$ cat src/hdl/deser_macros.svh
// Build-time configuration of the 8-to-32 bit flit deserializer
`ifndef DESER_MACROS_SVH
`define DESER_MACROS_SVH

// ---------------------------------------------------------------------
// Bus widths
// ---------------------------------------------------------------------

// Width of one flit on the narrow push side
`define DESER_PUSH_W 8
// Width of one flit on the wide pop side
`define DESER_POP_W 32
// Number of push flits that fill one pop flit
`define DESER_RATIO 4
// Enough bits to count positions 0 to ratio minus 1
`define DESER_ID_W 2
// Sideband metadata carried alongside each flit
`define DESER_META_W 3

// ---------------------------------------------------------------------
// Byte order
// ---------------------------------------------------------------------

// Set to 1 so the first push flit lands in the most-significant slot
`define DESER_MSB_FIRST 1

`endif

$ cat src/hdl/deser_pkg.sv
// Shared vector types and flit structs for the flit deserializer
`include "deser_macros.svh"

package deser_pkg;

  // ---------------------------------------------------------------------
  // Plain vectors
  // ---------------------------------------------------------------------

  // One narrow slice as it arrives on the push side
  typedef logic [`DESER_PUSH_W-1:0] push_data_t;

  // The full data word of one pop flit
  typedef logic [`DESER_POP_W-1:0] pop_data_t;

  // Position of a push flit inside the pop flit under construction
  // Also reused for the count of unfilled trailing slots
  typedef logic [`DESER_ID_W-1:0] flit_id_t;

  // Sideband metadata that is not serialized
  typedef logic [`DESER_META_W-1:0] meta_t;

  // ---------------------------------------------------------------------
  // Structs
  // ---------------------------------------------------------------------

  // Everything the push source presents with one push flit
  typedef struct packed {
    push_data_t data;
    logic       last;
    meta_t      meta;
  } push_flit_t;

  // The slices held in registers while a pop flit builds up
  // Slot 0 is the lowest element and the final slot is never stored
  typedef push_data_t [`DESER_RATIO-2:0] staged_slices_t;

  // Everything the pop side sees with one pop flit
  // The don't-care count is only meaningful when last is set
  typedef struct packed {
    pop_data_t data;
    logic      last;
    flit_id_t  dont_care_count;
    meta_t     meta;
  } pop_flit_t;

endpackage

$ cat src/hdl/slot_tracker.sv
// Push flit position counter and push-side handshake of the deserializer
`include "deser_macros.svh"

module slot_tracker (
  // Rising-edge clock
  input  logic                clk,
  // Asynchronous active-low reset
  input  logic                arst_n,

  // Push-side handshake and the last marker of the presented flit
  input  logic                push_valid,
  input  logic                push_last,
  output logic                push_ready,

  // Pop-side ready, needed to let a completing push through
  input  logic                pop_ready,

  // Position of the presented push flit within the pop flit
  output deser_pkg::flit_id_t flit_id,
  // Accepted push that does not complete the pop flit
  output logic                slot_load,
  // The presented push flit completes the pop flit
  output logic                flit_complete
);

  import deser_pkg::*;

  // Position of the last slot in a pop flit
  localparam flit_id_t FINAL_ID = flit_id_t'(`DESER_RATIO - 1);

  logic at_final;
  logic push_fire;
  logic pop_fire;

  // ---------------------------------------------------------------------
  // Completion decode
  // ---------------------------------------------------------------------

  // The counter sits on the final slot so this push fills the pop flit
  assign at_final = (flit_id == FINAL_ID);

  // A valid push completes the pop flit when it is marked last
  // or when it lands in the final slot
  assign flit_complete = push_valid && (push_last || at_final);

  // ---------------------------------------------------------------------
  // Handshake
  // ---------------------------------------------------------------------

  // A non-completing push only needs a free staging register
  // and there always is one below the final slot
  // A completing push has to leave together with the pop flit
  // so it waits for the pop side
  assign push_ready = !flit_complete || pop_ready;

  assign push_fire = push_valid && push_ready;

  // The pop flit transfers on the same edge as its completing push
  assign pop_fire = flit_complete && pop_ready;

  // Only a push that stays in the staging registers is a load
  assign slot_load = push_fire && !flit_complete;

  // ---------------------------------------------------------------------
  // Position counter
  // ---------------------------------------------------------------------

  // Counts accepted pushes inside the current pop flit
  // Returns to 0 when the pop flit leaves so the next one starts at slot 0
  always_ff @(posedge clk or negedge arst_n) begin
    if (!arst_n) begin
      flit_id <= '0;
    end else if (pop_fire) begin
      flit_id <= '0;
    end else if (slot_load) begin
      flit_id <= flit_id + flit_id_t'(1);
    end
  end

  // ---------------------------------------------------------------------
  // Checks
  // ---------------------------------------------------------------------

  // A load moves the counter forward and never past the final slot
  // Stepping past the final slot would wrap the counter back to 0 without a pop
  counter_in_range_a : assert property (
    @(posedge clk) disable iff (!arst_n)
    slot_load |=> (flit_id != '0)
  ) else $error("slot_tracker: flit position left its range after a load");

endmodule

$ cat src/hdl/slice_stager.sv
// Staging registers that hold every push slice except the final one
`include "deser_macros.svh"

module slice_stager (
  // Rising-edge clock
  input  logic                      clk,
  // Asynchronous active-low reset
  input  logic                      arst_n,

  // Data of the presented push flit
  input  deser_pkg::push_data_t     push_data,
  // Slot that the presented push flit belongs to
  input  deser_pkg::flit_id_t       flit_id,
  // Accepted push that does not complete the pop flit
  input  logic                      slot_load,

  // Registered slices, slot 0 lowest
  output deser_pkg::staged_slices_t staged
);

  import deser_pkg::*;

  // Position of the last slot in a pop flit
  localparam flit_id_t FINAL_ID = flit_id_t'(`DESER_RATIO - 1);

  // One load enable per staging register
  logic [`DESER_RATIO-2:0] load_en;

  // ---------------------------------------------------------------------
  // Demux
  // ---------------------------------------------------------------------

  // Only the register named by the current position is enabled
  // The other registers keep their value and do not toggle
  always_comb begin
    for (int i = 0; i < `DESER_RATIO - 1; i++) begin
      load_en[i] = slot_load && (flit_id == flit_id_t'(i));
    end
  end

  // ---------------------------------------------------------------------
  // Registers
  // ---------------------------------------------------------------------

  // Slices stay in place until the same slot is loaded again
  // Stale slices from a shorter packet are masked off in the pop stage
  always_ff @(posedge clk or negedge arst_n) begin
    if (!arst_n) begin
      staged <= '0;
    end else begin
      for (int i = 0; i < `DESER_RATIO - 1; i++) begin
        if (load_en[i]) begin
          staged[i] <= push_data;
        end
      end
    end
  end

  // ---------------------------------------------------------------------
  // Checks
  // ---------------------------------------------------------------------

  // The final slice always passes straight through to the pop side
  // so the tracker must never ask for it to be stored
  no_final_load_a : assert property (
    @(posedge clk) disable iff (!arst_n)
    slot_load |-> (flit_id < FINAL_ID)
  ) else $error("slice_stager: load aimed at the final slot");

endmodule

$ cat src/hdl/pop_assembler.sv
// Output stage that merges staged and live slices into the pop flit
`include "deser_macros.svh"

module pop_assembler (
  // The presented push flit, including last and metadata
  input  deser_pkg::push_flit_t     push_flit,
  // Slot that the presented push flit belongs to
  input  deser_pkg::flit_id_t       flit_id,
  // Slices already captured for this pop flit
  input  deser_pkg::staged_slices_t staged,

  // Assembled pop flit, valid whenever the tracker completes it
  output deser_pkg::pop_flit_t      pop_flit
);

  import deser_pkg::*;

  // Position of the last slot in a pop flit
  localparam flit_id_t FINAL_ID = flit_id_t'(`DESER_RATIO - 1);

  // Staged slices padded to a full set of slots
  push_data_t [`DESER_RATIO-1:0] held;
  // Slot contents in arrival order, slot 0 first
  push_data_t [`DESER_RATIO-1:0] slot_data;
  // Slot contents in their final byte positions, element 0 lowest
  push_data_t [`DESER_RATIO-1:0] ordered;

  flit_id_t dont_care_count;

  // ---------------------------------------------------------------------
  // Slot selection
  // ---------------------------------------------------------------------

  // The final slot has no register, so its padded entry is zero
  // It is never selected from here anyway because no slot lies above it
  assign held = {push_data_t'(0), staged};

  // The slot at the current position takes the live push data
  // Slots below it were filled by earlier pushes of this pop flit
  // Slots above it are unfilled in a partial flit and read as zero
  always_comb begin
    for (int i = 0; i < `DESER_RATIO; i++) begin
      if (flit_id == flit_id_t'(i)) begin
        slot_data[i] = push_flit.data;
      end else if (flit_id > flit_id_t'(i)) begin
        slot_data[i] = held[i];
      end else begin
        slot_data[i] = '0;
      end
    end
  end

  // ---------------------------------------------------------------------
  // Byte order
  // ---------------------------------------------------------------------

  if (`DESER_MSB_FIRST != 0) begin : gen_msb_first
    // Slot 0 goes to the top byte and the zero fill ends up at the bottom
    always_comb begin
      for (int i = 0; i < `DESER_RATIO; i++) begin
        ordered[`DESER_RATIO-1-i] = slot_data[i];
      end
    end
  end else begin : gen_lsb_first
    // Slot 0 goes to the bottom byte and the zero fill ends up at the top
    assign ordered = slot_data;
  end

  // ---------------------------------------------------------------------
  // Sideband fields
  // ---------------------------------------------------------------------

  // Number of trailing slots left unfilled by an early last
  // A pop flit without last is always full
  assign dont_care_count = push_flit.last ? (FINAL_ID - flit_id) : '0;

  // Metadata is constant across the pop flit, so the live copy is used
  always_comb begin
    pop_flit.data            = ordered;
    pop_flit.last            = push_flit.last;
    pop_flit.dont_care_count = dont_care_count;
    pop_flit.meta            = push_flit.meta;
  end

endmodule

$ cat src/hdl/deser_top.sv
// Top level of the flit deserializer that wires its three stages together
module deser_top (
  // Rising-edge clock
  input  logic                  clk,
  // Asynchronous active-low reset
  input  logic                  arst_n,

  // Push side, one narrow flit per transfer
  input  logic                  push_valid,
  input  deser_pkg::push_flit_t push_flit,
  output logic                  push_ready,

  // Pop side, one wide flit per transfer
  output logic                  pop_valid,
  output deser_pkg::pop_flit_t  pop_flit,
  input  logic                  pop_ready
);

  import deser_pkg::*;

  // Position of the presented push flit
  flit_id_t       flit_id;
  // Accepted push that goes into a staging register
  logic           slot_load;
  // The presented push flit completes the pop flit
  logic           flit_complete;
  // Slices captured so far
  staged_slices_t staged;

  // ---------------------------------------------------------------------
  // Stages
  // ---------------------------------------------------------------------

  // Tracks the position and decides when a pop flit is complete
  slot_tracker u_slot_tracker (
    .clk           (clk),
    .arst_n        (arst_n),
    .push_valid    (push_valid),
    .push_last     (push_flit.last),
    .push_ready    (push_ready),
    .pop_ready     (pop_ready),
    .flit_id       (flit_id),
    .slot_load     (slot_load),
    .flit_complete (flit_complete)
  );

  // Captures every slice but the final one
  slice_stager u_slice_stager (
    .clk       (clk),
    .arst_n    (arst_n),
    .push_data (push_flit.data),
    .flit_id   (flit_id),
    .slot_load (slot_load),
    .staged    (staged)
  );

  // Merges staged and live slices into the outgoing flit
  pop_assembler u_pop_assembler (
    .push_flit (push_flit),
    .flit_id   (flit_id),
    .staged    (staged),
    .pop_flit  (pop_flit)
  );

  // The pop flit is offered in the same cycle as its completing push
  assign pop_valid = flit_complete;

  // A pop flit only exists while its completing push is presented
  // and both sides transfer on the same edge
  pop_with_push_a : assert property (
    @(posedge clk) disable iff (!arst_n)
    pop_valid |-> push_valid && (push_ready == pop_ready)
  ) else $error("deser_top: pop flit offered without its completing push");

endmodule

$ cat config.mk
export PLATFORM = sky130hd
export DESIGN_NAME = deser_top
export DESIGN_NICKNAME = d
export VERILOG_FILES = /design/src/hdl/deser_pkg.sv /design/src/hdl/slot_tracker.sv /design/src/hdl/slice_stager.sv /design/src/hdl/pop_assembler.sv /design/src/hdl/deser_top.sv
export VERILOG_INCLUDE_DIRS = /design/src /design/src/hdl
export SDC_FILE = /design/constraint.sdc
export NUM_CORES = 1
export LEC_CHECK = 0
export ABC_AREA = 1
export ABC_CLOCK_PERIOD_IN_PS = 4000
export BUFFER_PORTS_ARGS = -buffer_cell sky130_fd_sc_hd__buf_2
export CAP_MARGIN = 10
export CORE_ASPECT_RATIO = 0.9
export CORE_MARGIN = 3
export CORE_UTILIZATION = 40
export CTS_CLUSTER_DIAMETER = 150
export DETAILED_ROUTE_END_ITERATION = 8
export GPL_TIMING_DRIVEN = 0
export HOLD_SLACK_MARGIN = 0.02
export PLACE_DENSITY_LB_ADDON = 0.15
export SLEW_MARGIN = 40
export SYNTH_ARGS = -nofsm -noshare
export SYNTH_HDL_FRONTEND = slang
export SYNTH_SLANG_ARGS = --single-unit
$ cat constraint.sdc
create_clock -name clk -period 4 [get_ports clk]
set_clock_uncertainty 0.15 [all_clocks]
set_input_delay 0.6 -clock clk [delete_from_list [all_inputs] [get_ports clk]]
set_output_delay 0.6 -clock clk [all_outputs]
set_load 0.005 [all_outputs]
# == After elaboration in Yosys (flattened, before gate mapping) ==
# Cells that the tools add are included.
# Widths: inputs -> output; s select.
# op_classes
add_sub_neg,2
n_lt_le_gt_ge,3
n_eq_ne,3
mux,10
n_reduce_logical,12
# ops
op,n
$mux 8,7
$logic_and 1x1->1,7
$mux 2,3
$eq 2x2->1 const B,2
$gt 2x1->1 const B,2
$add 2x1->2 const B,1
$eq 2x1->1 const B,1
$gt 2x2->1 const B,1
$logic_not 2->1,1
$logic_or 1x1->1,2
$reduce_bool 2->1,1
$sub 2x2->2 const A,1
$logic_not 1->1,1
# word_totals
register_bits,26
out_inout_bits,40
wordCells,34

# == Logic depth before layout (Yosys ltp) ==
# depth
word_depth,9
mapped_depth,8

# == Modules after synthesis ==
# A second synthesis with hierarchy kept.
# hier_totals
cells_unflattened,231
hier_area_um2,1674.1
# by_module_without_submodules
mod,instances,cells_each,area_per_inst_um2,seq_area_each_um2
slice_stager,1,107,1047.3,600.6
pop_assembler,1,106,494.2,0.0
slot_tracker,1,18,132.6,50.0

# == Worst setup path after synthesis ==
# Ideal clock, no wire load.
# synth_path
kind,register -> output
start,reg u_slot_tracker.flit_id[1]
end,out pop_flit[25] (netlist name)
t_arrival_ns,1.532
required_ns,3.250
path_slack_ns,1.718
stages_incl_launch_ff,9
path_cell_list,dfrtp_1 clkbuf_1 inv_1 ha_1 buf_2 inv_2 buf_2 nand3_1 o21ai_1
# synth_rtl
element,line,text
start: declaration,slot_tracker.sv:19,"output deser_pkg::flit_id_t flit_id,"
start signal: assignment,slot_tracker.sv:76,flit_id <= flit_id + flit_id_t'(1);
end: declaration,deser_top.sv:15,"output deser_pkg::pop_flit_t pop_flit,"

==> results.cfg <==
[logic_synthesis]
yosysMostFrequentCell = nand2_1
synth-edff-count = 0
yosysWarnings = 0
seq_area_frac_synth = 0.404
synth_seq_cells = 26
synth_area_leaders = dfrtp_1, nand2_1, nand4_1, nand3_1, inv_1
netlist_top_cells_count = nand2_1, dfrtp_1, nand4_1
synth_top_area_cell = dfrtp_1
synthDistinctLibCells = 17
synth_cells = 218
synth_ff_type = dfrtp_1
synth_top_cell_area_share = 0.404
synthArstFlopShare = 1.00
syn-num-nets = 239
synth.avg_cell_area_um2 = 7.39
syn_area_um2 = 1610

[power]
comb_power_share = 0.453
ir_worst_vdd_mv = 0.353
leakagePower_nw = 1.18
cellPowerDensity_nw_per_um2 = 620
net-switching-power_uw = 495
p_seq_frac = 0.369
internal_power_uw = 745
power_mw = 1.24
p_sw_frac = 0.399
p_clk_frac = 0.178

[floorplan]
die_w_um = 72.9
num_rows = 21
die_area_um2 = 4820
core_area_um2 = 3780
start_util = 0.426
die_h_um = 66.2
ioPinCount = 56

[clocking]
cts_tree = yes
clockRootBuffer = clkbuf_8
postCtsSetupBuffers = 0
clkTransAtPathRegs_ns = 0.09
clockBufferDepth = 2
cts_sinks = 26
cts_resized = 0
clock_latency_ns = 0.27
holdBufCountCts = 0
cts_buffers = 3
htree_levels = 1

[timing]
max_freq_ghz = 0.327
hold_viol = 0
setup_ws_ns = 0.945
post-route-period-util = 0.764
holdWs_ns = 0.183
min_period_ns = 3.06
relSlewSlack = 0.580
worstMarginPinSlew_ns = 0.630
finalSetupViolCount = 0
fin_setup_tns_ns = 0
rsz0062_at_grt = false
drv_slew = 0

[detailed_routing]
vias_per_cell = 5.28
ant_nets = 0
drt-initial-drc-count = 139
drc = 0
num_vias = 1690
wl_mm = 4.84
routedWlPerCell_um = 15.1
firstDrtPassIters = 4

[run_status]
status = completed

[critical_path]
worstSetupPathType = reg2out
crit_fanout = 10
startpoint = u_slot_tracker.flit_id[1]
required_ns = 3.25
reg2reg_setup_slack_ns = 2.04
r2r_start = u_slot_tracker.flit_id[1]
r2r-end = u_slice_stager.staged[7]
cp-endpoint = pop_flit[27]
critPathCaptureType = primary output
rr_worst_depth = 7
arrival_ns = 2.31
critPathLaunchType = flop

[finish]
area_growth_pct = 24.2
n_fill_cell = 413
utilization = 0.528
drive_above_1_share = 0.299
antenna_cells = 0
final_nets = 296

[placement]
place_ws_ns = 1.30
io_buffers = 52
gp_congestion = 0.814
post-dp-hpwl_mm = 3.54

[min_path]
hold_class = in2async

[global_route]
grt_pass1_vias = 1531
antenna_found_initial = 0
grt_pass1_wl_mm = 7.64
gr-usage-all-layers = 0.208
grt_max_degree = 27
grt_overflow_total = 0

[run]
cap_violations = 0
layer usage:
| metal | vias to the layer above | global-route usage | part of all wire |
|---|---|---|---|
| met5 | - | 0 | 0 |
| met4 | 0 | 0.0276 | 0.0052 |
| met3 | 2 | 0.0471 | 0.096 |
| met2 | 72 | 0.333 | 0.46 |
| met1 | 793 | 0.293 | 0.43 |
| li1 | 823 | - | - |
registers in the layout, indices dropped and copies added (netlist names):
name,cells
u_slice_stager.staged,24
u_slot_tracker.flit_id,2
cell usage in the layout (no fill, tap or decap), types with 5 or more instances in the layout:
cell type	count
a21oi_1	8
buf_2	62
buf_4	8
dfrtp_1	26
ha_1	5
inv_1	20
nand2_1	64
nand3_1	16
nand4_1	24
nor2_1	11
o21ai_0	8
o21ai_1	9
worst min path at each step:
stage | slack (ns) | depth (start not counted) | to | startpoint
floorplan | 0.15 | 0 | u_slice_stager.staged[0] | arst_n
global placement | 0.31 | 2 | u_slice_stager.staged[11] | u_slice_stager.staged[11]
detailed placement | 0.31 | 2 | u_slice_stager.staged[11] | u_slice_stager.staged[11]
CTS | 0.20 | 1 | u_slice_stager.staged[0] | arst_n
global route | 0.22 | 1 | u_slice_stager.staged[14] | arst_n
finish | 0.18 | 1 | u_slot_tracker.flit_id[0] | arst_n
per-stage QoR:
step                      std cells  cell area [µm²]
after detailed placement        316             1930
final                           320             2000
after global placement          316             1930
after floorplan                 218             1610
after CTS                       320             2000
after global routing            320             2000
power by group through the flow:
stage	clock network, mW	logic, mW	registers, mW
final	0.221	0.562	0.457
after detailed placement	0	0.563	0.461
after CTS	0.221	0.567	0.456
after global routing	0.234	0.644	0.472
after global placement	0	0.557	0.457
after floorplan	0	0.360	0.446
worst max-delay path: stages, from the launching register on:
cell and delay [ns]:
dfrtp_1 0.44, clkbuf_1 0.39, inv_1 0.12, ha_1 0.20
buf_2 0.19, inv_2 0.13, buf_2 0.22, nand3_1 0.08
o21ai_1 0.11, buf_2 0.14
kinds of logic after synthesis:
family,after synthesis,share of synthesized area
AO/OA/AOI/OAI,25,0.0777
adder cells (fa/ha/maj),5,0.0389
buffers and inverters,42,0.124
flip-flops,26,0.404
AND/OR/NAND/NOR,120,0.355
cell type report:
type	instances	area (µm²)	share of cell area
plain buffers	19	114	0.0569
clock buffers	3	41.3	0.0207
clock inverters	1	30.0	0.0150
inverters	23	86.3	0.0432
multi-input cells	150	759	0.380
flip-flops and latches	26	651	0.325
well taps	46	57.6	0.0288
repair buffers	52	260	0.130
No activity file was read; power rests on OpenSTA's default activity.
